==> src/ext_pkg.sv <==
/* External harness package
   Bus structs, power-domain types, address map and sizes */
package ext_pkg;

  // Register bus
  typedef struct packed {
    logic        valid;
    logic        write;
    logic [31:0] addr;
    logic [31:0] wdata;
    logic [3:0]  wstrb;
  } reg_req_t;

  typedef struct packed {
    logic [31:0] rdata;
    logic        error;
    logic        ready;
  } reg_rsp_t;

  // OBI
  typedef struct packed {
    logic        req;
    logic        we;
    logic [3:0]  be;
    logic [31:0] addr;
    logic [31:0] wdata;
  } obi_req_t;

  typedef struct packed {
    logic        gnt;
    logic        rvalid;
    logic [31:0] rdata;
  } obi_resp_t;

  // Power domains where a 0 bit means the switch is on
  localparam int NUM_BANKS = 2;
  localparam int EXT_DOMAINS = 1;

  typedef struct packed {
    logic cpu;
    logic periph;
  } core_domains_t;

  typedef logic [NUM_BANKS-1:0] bank_mask_t;
  typedef logic [EXT_DOMAINS-1:0] ext_mask_t;

  typedef struct packed {
    core_domains_t core;
    bank_mask_t    banks;
    ext_mask_t     ext;
  } power_domains_t;

  localparam int SWITCH_ACK_LATENCY = 15;

  // Peripheral address map with windows of [base, base + size)
  localparam int PERIPH_SEL_W = 1;
  localparam int NUM_PERIPHS = 2;
  localparam logic [PERIPH_SEL_W-1:0] POWER_CTRL_IDX = 1'b0;
  localparam logic [PERIPH_SEL_W-1:0] GPIO_CNT_IDX = 1'b1;
  localparam logic [31:0] POWER_CTRL_BASE = 32'h2000_0000;
  localparam logic [31:0] GPIO_CNT_BASE = 32'h2000_1000;
  localparam logic [31:0] PERIPH_SIZE = 32'h0000_1000;

  // Register offsets inside a window
  localparam logic [11:0] SWITCH_OFFSET = 12'h000;
  localparam logic [11:0] ACK_OFFSET = 12'h004;
  localparam logic [11:0] COUNT_OFFSET = 12'h000;
  localparam logic [11:0] MAX_OFFSET = 12'h004;

  localparam int CNT_WIDTH = 32;
  localparam logic [CNT_WIDTH-1:0] CNT_MAX_RESET = 'd2048;

  localparam int MEM_WORDS = 8192;
  localparam int MEM_ADDR_W = 13;

endpackage

==> src/switch_ack_delay.sv <==
/* Switch acknowledge delay
   Stands in for a power switch cell whose acknowledge lags its control */
module switch_ack_delay #(
  parameter type payload_t = logic
) (
  input  logic     clk_i,
  input  logic     rst_i,
  input  payload_t switch_n_i,
  output payload_t ack_n_o
);

  // One stage per cycle of latency
  payload_t stage_q [ext_pkg::SWITCH_ACK_LATENCY];

  always_ff @(posedge clk_i) begin
    if (rst_i) begin
      for (int i = 0; i < ext_pkg::SWITCH_ACK_LATENCY; i++) begin
        stage_q[i] <= '0;
      end
    end else begin
      stage_q[0] <= switch_n_i;
      for (int i = 1; i < ext_pkg::SWITCH_ACK_LATENCY; i++) begin
        stage_q[i] <= stage_q[i-1];
      end
    end
  end

  assign ack_n_o = stage_q[ext_pkg::SWITCH_ACK_LATENCY-1];

endmodule

==> config.mk <==
export PLATFORM = sky130hd
export DESIGN_NAME = switch_ack_delay
export DESIGN_NICKNAME = d
export VERILOG_FILES = /design/src/ext_pkg.sv /design/src/switch_ack_delay.sv
export SDC_FILE = /design/constraint.sdc
export NUM_CORES = 1
export LEC_CHECK = 0
export BUFFER_PORTS_ARGS = -buffer_cell sky130_fd_sc_hd__buf_2
export CAP_MARGIN = 40
export CORE_AREA = 2 2 39 41
export CTS_CLUSTER_DIAMETER = 40
export DETAILED_ROUTE_END_ITERATION = 12
export DIE_AREA = 0 0 41 43
export GPL_ROUTABILITY_DRIVEN = 0
export GPL_TIMING_DRIVEN = 0
export PLACE_DENSITY = 0.57
export SLEW_MARGIN = 40
export SYNTH_ARGS = -nofsm -noshare
export SYNTH_HDL_FRONTEND = slang
export SYNTH_SLANG_ARGS = --single-unit
==> constraint.sdc <==
create_clock -name clk_i -period 1.5 [get_ports clk_i]
set_clock_uncertainty 0.05 [all_clocks]
set_input_delay 0.075 -clock clk_i [delete_from_list [all_inputs] [get_ports clk_i]]
set_output_delay 0.075 -clock clk_i [all_outputs]
set_load 0.02 [all_outputs]
### Word level (Yosys, flattened, before mapping)

Memory sizes are Yosys's and may differ from the RTL's.
Index checks and enable logic that the tools add are counted.

| storage, ports and cells | value |
|---|---|
| word-level logic and storage cells | 34 |
| register bits after elaboration | 0 |
| input port bits | 3 |
| memory bits (writable) | 15 |
| memories | 1 |
| output and inout port bits | 1 |

Memory list:

| name | depth | width | rd ports | clocked after Yosys merged registers in | wr ports | line | text |
|---|---|---|---|---|---|---|---|
| stage_q | 15 | 1 | 15 | 0 | 15 | switch_ack_delay.sv:13 | `payload_t stage_q [ext_pkg::SWITCH_ACK_LATENCY];` |

| operators by class | value |
|---|---|
| multiplexer cells | 18 |
| bitwise gates (word level) | 15 |

Operator list:

| cell | number |
|---|---|
| 1-bit 2-to-1 mux | 18 |
| 1-bit OR | 15 |

### Longest topological paths before layout

Gate-level depths: netlist (run 1).

| depth | value |
|---|---|
| word-level depth | 3 |
| gate-level depth with buffers | 2 |
| depth with buffers taken out | 1 |

### Least setup slack after synthesis (run 1)

Ideal clock, no wire load.

| timing | value |
|---|---|
| path type | register to register |
| start | mem stage_q[0][0] (netlist bit) |
| end | mem stage_q[0][1] (netlist bit) |
| path buffers | 0 |
| setup slack | 0.898 ns |
| cell stages (with the launch flop) | 2 |
| clock period less this slack | 0.602 ns |
| data arrival time | 0.437 ns |
| required time | 1.334 ns |
| path through | dfxtp_1 and2b_2 |

RTL lines:

| element | line |
|---|---|
| from (decl) | switch_ack_delay.sv:13 |

==> results of run 1 <==
[kinds of logic after synthesis]
| kind of cell | count (synthesis) | synth area share [%] |
|---|---|---|
| DFF | 15 | 69.4 |
| and+or+nand+nor | 15 | 28.0 |
| buffers and inverters | 1 | 2.60 |
[worst max-delay path by stage]
stage	startpoint	end	slack [ns]	cells past startpoint
6_report	stage_q[3][2]	ack_n_o	0.64	1
4_1_cts	stage_q[3][2]	ack_n_o	0.61	1
2_1_floorplan	stage_q[0][0]	stage_q[0][1]	0.90	1
3_5_place_dp	stage_q[3][1]	stage_q[3][2]	0.87	1
3_3_place_gp	stage_q[2][2]	stage_q[2][3]	0.89	1
5_1_grt	stage_q[3][2]	ack_n_o	0.59	1
[cells in the mapped netlist]
cell	n	area, um^2
nor2b_1	3	18.8
buf_6	1	11.3
nor2b_2	7	61.3
dfxtp_1	15	300
and2b_2	3	26.3
and2b_1	2	15.0
[timing repair]
action | CTS | global route
setup endpoints to repair | 0 | 0
endpoints found under the hold margin | 1 | 0
hold buffers | 1 | 0
setup buffers | 0 | 0
[final cells by class]
type,count,area [um^2],share of cell area (%)
Buffer,1,11.3,2.23
Tap cell,16,20.0,3.97
Timing Repair Buffer,4,25.0,4.96
Sequential cell,15,300,59.6
Multi-Input combinational cell,15,121,24.1
Clock buffer,4,26.3,5.21
[power by group]
| group | switching [mW] | total, mW | internal (mW) | leakage (nW) |
|---|---|---|---|---|
| Sequential | 0.000786 | 0.403 | 0.402 | 0.121 |
| Clock | 0.109 | 0.212 | 0.103 | 0.0150 |
| Combinational | 0.00867 | 0.0188 | 0.0101 | 0.0762 |
[per-layer routing]
metal  share of wire [%]  GRT usage (%)
met5                   0              0
met4                 1.6           10.0
met3                 4.1           3.14
met2                  50           12.2
met1                  44           9.33
[stage by stage]
stage | hold WS [ns] | worst slack, ns | util [%] | instance area (um^2)
final | 0.0932 | 0.638 | 36.4 | 504
after global routing | 0.0961 | 0.595 | 36.4 | 504
after CTS | 0.0863 | 0.609 | 36.4 | 504
after detailed placement | 0.249 | 0.873 | 33.8 | 468
after global placement | 0.239 | 0.887 | 33.8 | 468
after floorplan | 0.153 | 0.898 | - | 433
==> flow_metrics.py, run 1 <==
metrics = {
    "clocking": {
        "numCtsBuffers": 3,
        "cts_buffer_depth": 2,
        "h-tree-depth": 1,
        "worstSkewPairLatency_ns": 0.27,
        "cts.clk_slew.worst_paths_ns": 0.08,
        "clockRootBuffer": "clkbuf_4",
        "cts_tree": "yes",
        "clock-sinks": 15,
        "cts_resized": 0,
    },
    "die": {
        "boundaryPins": 4,
        "die_x_um": 41,
        "core_area_um2": 1380,
        "dieArea_um2": 1760,
        "start_util_pct": 31.3,
        "rows": 14,
        "fp.dieH_um": 43,
    },
    "worst_setup_path": {
        "cp-end-kind": "output pin",
        "reg2reg_to": "stage_q[3][2]",
        "worst-path-max-fanout": 1,
        "cp-start-kind": "flop",
        "ff2ff_setup_slack_ns": 0.87,
        "critical-path-max-stage-delay_ns": 0.32,
        "reg2regPathDepth": 1,
        "path_class": "flop to output pin",
        "crit_chain": "buf_2",
        "slowest_stage": "dfxtp_1",
        "worstPathRequired_ns": 1.37,
        "cp_top_family": "flip-flops",
        "critPathBufInv": 1,
        "r2r_start": "stage_q[3][1]",
        "crit_arrival_ns": 0.74,
    },
    "routing": {
        "drt-initial-drc-count": 0,
        "drt_first_pass_iters": 1,
        "drc_errors": 0,
        "ant_nets": 0,
        "routed_via_density": 3.84,
        "drt_wl_total_um": 516,
        "num_vias": 211,
        "wire_per_inst_um": 9.38,
    },
    "logic_synthesis": {
        "yosysWarnings": 0,
        "yosysUniqueCellTypes": 6,
        "avgSynthCellArea_um2": 14.0,
        "yosysSeqAreaShare_pct": 69.4,
        "syn-cell-area_um2": 433,
        "ys_seq_elements": 15,
        "syn_nets": 34,
        "syn_inst": 31,
    },
    "global_route": {
        "first_global_vias": 234,
        "grt_overflow": 0,
        "antenna_found_initial": 0,
        "grt_util_all_layers_pct": 8.93,
        "grt_max_degree": 11,
        "grt_pass1_wl_um": 945,
    },
    "sta": {
        "final_max_slew_viol_count": 0,
        "timing.setup.tns_ns": 0,
        "hold_viol_final": 0,
        "rsz0062_at_grt": "no",
        "slew_headroom_pct": 93.0,
        "tightest_slew_ns": 0.105,
        "layout_min_cycle_time_ns": 0.862,
        "post-route-period-util_pct": 57.5,
        "fmax_mhz": 1160,
        "setup_violations": 0,
    },
    "final_layout": {
        "nFillCells": 140,
        "largest_reg_flops": 15,
        "layout.nets": 43,
        "top_register": "stage_q",
        "final_cell_mix": "dfxtp_1, nor2b_2",
        "diodes": 0,
        "syn2layout_area_growth_pct": 16.5,
        "layout_commonest_cell": "dfxtp_1",
        "fin_cells": 55,
        "reg_top3": "stage_q (15)",
        "layout-drive-gt1-share_pct": 43.6,
    },
    "pwr": {
        "vdd_drop_max_mv": 0.572,
        "p_total_mw": 0.633,
        "leakagePower_nw": 0.213,
        "powerDensity_nw_per_um2": 1260,
    },
    "status": {
        "status": "complete, no violations",
    },
    "hold_path": {
        "hold_end": "stage_q[1][3]",
        "hold_class": "primary input to flop",
        "hold_start": "rst_i",
        "hold_depth": 2,
    },
    "placement": {
        "dp_hpwl_um": 350,
        "port_buffers": 3,
        "dpl.cell_count": 50,
    },
    "run": {
        "maxCapViolations": 0,
    },
}
Note: power is estimated with default switching activity, not from simulation.
==> run 2, diff against run 1 <==
--- a/config.mk
+++ b/config.mk
@@ -5,6 +5,7 @@
 export SDC_FILE = /design/constraint.sdc
 export NUM_CORES = 1
 export LEC_CHECK = 0
+export ABC_AREA = 1
 export BUFFER_PORTS_ARGS = -buffer_cell sky130_fd_sc_hd__buf_2
 export CAP_MARGIN = 40
 export CORE_AREA = 2 2 39 41
@@ -13,7 +14,7 @@
 export DIE_AREA = 0 0 41 43
 export GPL_ROUTABILITY_DRIVEN = 0
 export GPL_TIMING_DRIVEN = 0
-export PLACE_DENSITY = 0.57
+export PLACE_DENSITY = 0.56
 export SLEW_MARGIN = 40
 export SYNTH_ARGS = -nofsm -noshare
 export SYNTH_HDL_FRONTEND = slang
==> constraint.sdc (replaced) <==
create_clock -name clk_i -period 0.8 [get_ports clk_i]
set_clock_uncertainty 0.05 [all_clocks]
set_input_delay 0.04 -clock clk_i [delete_from_list [all_inputs] [get_ports clk_i]]
set_output_delay 0.04 -clock clk_i [all_outputs]
set_load 0.02 [all_outputs]
==> run 2 against run 1 <==
Against the previous run:
- the run now ends with setup timing left
- cell count is 29% higher
- via count up 19%
- first-iteration DRC count increased by 2
- highest routed layer unchanged
==> flow_metrics.py, run 2 <==
metrics = {
    "final_layout": {
        "multiInputGateArea_um2": 56.3,
        "top_register": "stage_q",
        "reg_top3": "stage_q (15)",
        "syn2layout_area_growth_pct": 21.2,
        "layout-drive-gt1-share_pct": 16.4,
        "utilization_pct": 37.2,
        "layout.nets": 59,
        "final_cell_mix": "inv_1, nor2_1, dfxtp_1",
        "largest_reg_flops": 15,
        "ff_latch_area_um2": 302,
        "nFillCells": 151,
        "diodes": 0,
    },
    "clocking": {
        "h-tree-depth": 1,
        "cts_setup_buffers": 0,
        "cts.clk_slew.worst_paths_ns": 0.09,
        "cts_buffer_depth": 2,
        "numCtsBuffers": 3,
        "clock-sinks": 15,
        "cts_tree": "yes",
        "clockRootBuffer": "clkbuf_4",
        "worstSkewPairLatency_ns": 0.28,
    },
    "global_route": {
        "grt_overflow": 0,
        "antenna_found_initial": 0,
        "first_global_vias": 217,
        "grt_pass1_wl_um": 821,
        "grt_max_degree": 11,
        "grt_util_all_layers_pct": 8.00,
    },
    "run": {
        "maxCapViolations": 0,
    },
    "logic_synthesis": {
        "synthAdderAreaFrac_pct": 0,
        "avgSynthCellArea_um2": 9.22,
        "syn_nets": 49,
        "synth-main-ff-cell": "dfxtp_1",
        "yosysTopAreaCell": "dfxtp_1",
        "synth_compound_area_share_pct": 0,
        "yosysSeqAreaShare_pct": 70.8,
        "syn-cell-area_um2": 424,
        "synth_mux_area_share_pct": 0,
        "synth_top_family_by_area": "buffers and inverters",
        "synth-async-reset-ratio_pct": 0,
        "yosysWarnings": 0,
        "synth_edf_count": 0,
        "synth_simple_gate_area_share_pct": 13.3,
        "synth_top_area_share_pct": 70.8,
        "synth_common_cells": "dfxtp_1, inv_1, nor2_1, buf_6",
        "synth.area.top_cells": "dfxtp_1, inv_1, nor2_1, buf_6",
        "yosysUniqueCellTypes": 4,
        "ys_seq_elements": 15,
        "syn_inst": 46,
        "synthXorXnorAreaFrac_pct": 0,
    },
    "sta": {
        "hold_viol_final": 0,
        "post-route-period-util_pct": 101,
        "final_max_slew_viol_count": 0,
        "tightest_slew_ns": 0.210,
        "worst_slack_ns": -0.00539,
        "setup_violations": 1,
        "fmax_mhz": 1240,
        "rsz0062_at_grt": "yes",
        "slew_headroom_pct": 86.0,
        "layout_min_cycle_time_ns": 0.805,
        "timing.setup.tns_ns": -0.00539,
    },
    "worst_setup_path": {
        "worst-path-max-fanout": 1,
        "cp-start-kind": "flop",
        "slowest_stage": "dfxtp_2",
        "critPathBufInv": 1,
        "reg2regPathDepth": 2,
        "cp_top_family": "flip-flops",
        "r2r_start": "stage_q[0][2]",
        "worstPathRequired_ns": 0.71,
        "critical-path-max-stage-delay_ns": 0.32,
        "cp-end-kind": "output pin",
        "ff2ff_setup_slack_ns": 0.26,
        "reg2reg_to": "stage_q[0][3]",
        "path_class": "flop to output pin",
        "crit_chain": "buf_6",
        "crit_arrival_ns": 0.72,
    },
    "die": {
        "dieArea_um2": 1760,
        "fp.dieH_um": 43,
        "rows": 14,
        "start_util_pct": 30.7,
        "boundaryPins": 4,
        "core_area_um2": 1380,
        "die_x_um": 41,
    },
    "routing": {
        "drt-initial-drc-count": 2,
        "routed_via_density": 3.55,
        "num_vias": 252,
        "drt_first_pass_iters": 2,
        "drc_errors": 0,
        "ant_nets": 0,
        "drt_wl_total_um": 539,
        "wire_per_inst_um": 7.59,
    },
    "status": {
        "violations": "setup timing",
        "status": "complete, but fails checks",
    },
    "pwr": {
        "powerDensity_nw_per_um2": 2340,
        "leakagePower_nw": 0.215,
        "vdd_drop_max_mv": 0.780,
    },
    "placement": {
        "port_buffers": 3,
        "dp_hpwl_um": 299,
    },
    "hold_path": {
        "hold_depth": 3,
        "hold_end": "stage_q[1][0]",
        "hold_class": "primary input to flop",
        "hold_start": "rst_i",
    },
}
-- run 2: cell count changes in the layout (fill, tap and decap cells not counted), sizes merged --
cell	change
inv	+15
nor2	+15
nor2b	-10
and2b	-5
clkbuf	-1
clkinv	+1
dlygate4sd3	+1
-- run 2: report_power, final --
| group | total [mW] | internal, mW | switching [mW] |
|---|---|---|---|
| clock | 0.413 | 0.185 | 0.228 |
| sequential | 0.756 | 0.754 | 0.00190 |
| combinational | 0.0357 | 0.0180 | 0.0178 |
| total | 1.20 | 0.957 | 0.247 |
-- run 2: how the worst max path moves through the flow --
stage | startpoint | endpoint | cells past startpoint
after global placement | rst_i | stage_q[1][0] | 3
after global routing | stage_q[3][2] | ack_n_o | 1
after CTS | stage_q[3][2] | ack_n_o | 1
after detailed placement | rst_i | stage_q[3][0] | 3
after floorplan | stage_q[0][1] | stage_q[0][2] | 2
final | stage_q[3][2] | ack_n_o | 1
-- run 2: cell type report --
type	count	share of cell area, %
clock buffer	3	4.38
sequential	15	58.6
multi-input combinational	15	10.9
timing repair buffer	5	8.03
buffer	1	2.19
clock inverter	1	0.973
inverter	15	10.9
tap	16	3.89
-- run 2: timing repair --
item | in CTS | in global routing
gates resized for setup | 3 | 0
hold buffers | 2 | 0
setup endpoints to repair | 1 | 1
hold endpoints to repair | 6 | 0
-- run 2: through the flow --
stage                     cell area, um^2  power (mW)  instances  worst slack (ns)  hold WS, ns
final                                 514        1.20         71          -0.00539       0.0188
after global routing                  514        1.26         71           -0.0367       0.0305
after CTS                             514        1.24         71           -0.0231       0.0146
after detailed placement              459       0.802         65             0.235        0.198
after global placement                459       0.801         65             0.241        0.192
after floorplan                       424       0.789         46             0.301       0.0612
-- run 2: metal layers --
metal,vias up,wire length [um],track usage (%)
li1,139,-,-
met1,106,279,9.27
met2,5,228,8.44
met3,2,23,3.14
met4,0,7,12.0
met5,-,0,0
-- run 2: logic make-up (layout without fill, tap and decap cells) --
logic type    Yosys count  count (layout)
flops                  15              15
simple gates           15              15
buf+inv                16              25
==> run 3, diff against run 2 <==
--- a/config.mk
+++ b/config.mk
@@ -15,6 +15,7 @@
 export GPL_ROUTABILITY_DRIVEN = 0
 export GPL_TIMING_DRIVEN = 0
 export PLACE_DENSITY = 0.56
+export SKIP_CTS_REPAIR_TIMING = 1
 export SLEW_MARGIN = 40
 export SYNTH_ARGS = -nofsm -noshare
 export SYNTH_HDL_FRONTEND = slang
==> run 3 against run 2 <==
Against the previous run:
- the run still ends with setup timing left
- setup slack unchanged
- largest power group unchanged
- largest cell class unchanged
- critical path depth unchanged
- global-route usage decreased by 0.30 points
- non-clock buffer count unchanged
==> flow_metrics.py, run 3 (synthesized netlist as in run 2, its figures left out) <==
metrics = {
    "routing": {
        "drt-initial-drc-count": 2,
        "drt_first_pass_iters": 2,
        "routed_via_density": 3.55,
        "ant_nets": 0,
        "num_vias": 252,
        "drt_wl_total_um": 539,
        "drc_errors": 0,
        "wire_per_inst_um": 7.59,
    },
    "run": {
        "maxCapViolations": 0,
    },
    "final_layout": {
        "syn2layout_area_growth_pct": 21.2,
        "final_cell_mix": "inv_1, nor2_1, dfxtp_1",
        "layout-drive-gt1-share_pct": 16.4,
        "design_area_um2": 514,
        "reg_top3": "stage_q (15)",
        "layout.nets": 59,
        "nFillCells": 153,
        "largest_reg_flops": 15,
        "diodes": 0,
        "top_register": "stage_q",
    },
    "pwr": {
        "leakagePower_nw": 0.215,
        "powerDensity_nw_per_um2": 2340,
        "vdd_drop_max_mv": 0.780,
    },
    "worst_setup_path": {
        "path_class": "flop to output pin",
        "crit_chain": "buf_6",
        "cp_top_family": "flip-flops",
        "critPathBufInv": 1,
        "worst-path-max-fanout": 1,
        "cp-start-kind": "flop",
        "crit_arrival_ns": 0.72,
        "slowest_stage": "dfxtp_2",
        "worstPathRequired_ns": 0.71,
        "cp-end-kind": "output pin",
        "critical-path-max-stage-delay_ns": 0.32,
    },
    "sta": {
        "worst_slack_ns": -0.00539,
        "fmax_mhz": 1240,
        "post-route-period-util_pct": 101,
        "rsz0062_at_grt": "yes",
        "setup_violations": 1,
        "fin_hold_ws_ns": 0.0188,
        "tightest_slew_ns": 0.211,
        "layout_min_cycle_time_ns": 0.805,
        "final_max_slew_viol_count": 0,
        "slew_headroom_pct": 85.9,
        "hold_viol_final": 0,
    },
    "clocking": {
        "cts_tree": "yes",
        "clockRootBuffer": "clkbuf_4",
        "worstSkewPairLatency_ns": 0.28,
        "cts_buffer_depth": 2,
        "h-tree-depth": 1,
        "cts.clk_slew.worst_paths_ns": 0.09,
        "clock-sinks": 15,
        "numCtsBuffers": 3,
    },
    "placement": {
        "dp_hpwl_um": 299,
        "place_area_um2": 459,
        "port_buffers": 3,
    },
    "die": {
        "rows": 14,
        "dieArea_um2": 1760,
        "core_area_um2": 1380,
        "start_util_pct": 30.7,
        "boundaryPins": 4,
        "fp.dieH_um": 43,
        "die_x_um": 41,
    },
    "global_route": {
        "first_global_vias": 204,
        "grt_overflow": 0,
        "grt_util_all_layers_pct": 7.70,
        "grt_pass1_wl_um": 779,
        "antenna_found_initial": 0,
        "grt_max_degree": 11,
    },
    "status": {
        "violations": "setup timing",
        "status": "complete, but fails checks",
    },
    "hold_path": {
        "hold_class": "primary input to flop",
    },
}
## run 3: final cells by class
cell class	instances	area, um^2	area share, %
repair buffers	5	41.3	8.03
plain buffers	1	11.3	2.19
clock inverters	1	5.00	0.973
clock buffers	3	22.5	4.38
multi-input cells	15	56.3	10.9
inverters	15	56.3	10.9
well taps	16	20.0	3.89
flip-flops and latches	15	302	58.6
## run 3: per-layer routing
layer	share of wire, %	routed length (um)	GRT usage [%]	vias up
met1	52	280	8.61	106
met3	4.3	23	3.14	2
met4	1.3	7	12.0	0
met2	42	228	8.13	5
met5	0	0	0	-
li1	-	-	-	139
## run 3: worst paths after layout
path | startpoint | to | slack, ns | cells after the start
setup reg to reg | stage_q[0][2] | stage_q[0][3] | 0.26 | 2
hold reg to reg | stage_q[3][1] | stage_q[3][2] | 0.35 | 2
hold / removal | rst_i | stage_q[1][0] | 0.02 | 3
setup / recovery | stage_q[3][2] | ack_n_o | -0.005 | 1
## run 3: report_power, final
| group | switching (mW) | internal, mW | leakage [nW] |
|---|---|---|---|
| Sequential | 0.00190 | 0.754 | 0.122 |
| Combinational | 0.0178 | 0.0180 | 0.0752 |
| Clock | 0.228 | 0.185 | 0.0177 |
| Total | 0.247 | 0.957 | 0.215 |
## run 3: metrics by stage
stage	setup WS [ns]	cells	setup TNS (ns)	total power, mW	utilization [%]
finish	-0.00539	71	-0.00539	1.20	37.2
global route	-0.0367	71	-0.0367	1.26	37.2
CTS	-0.0433	69	-0.0433	1.23	35.2
detailed placement	0.235	65	0	0.802	33.2
global placement	0.241	65	0	0.801	33.2
floorplan	0.301	46	0	0.789	-
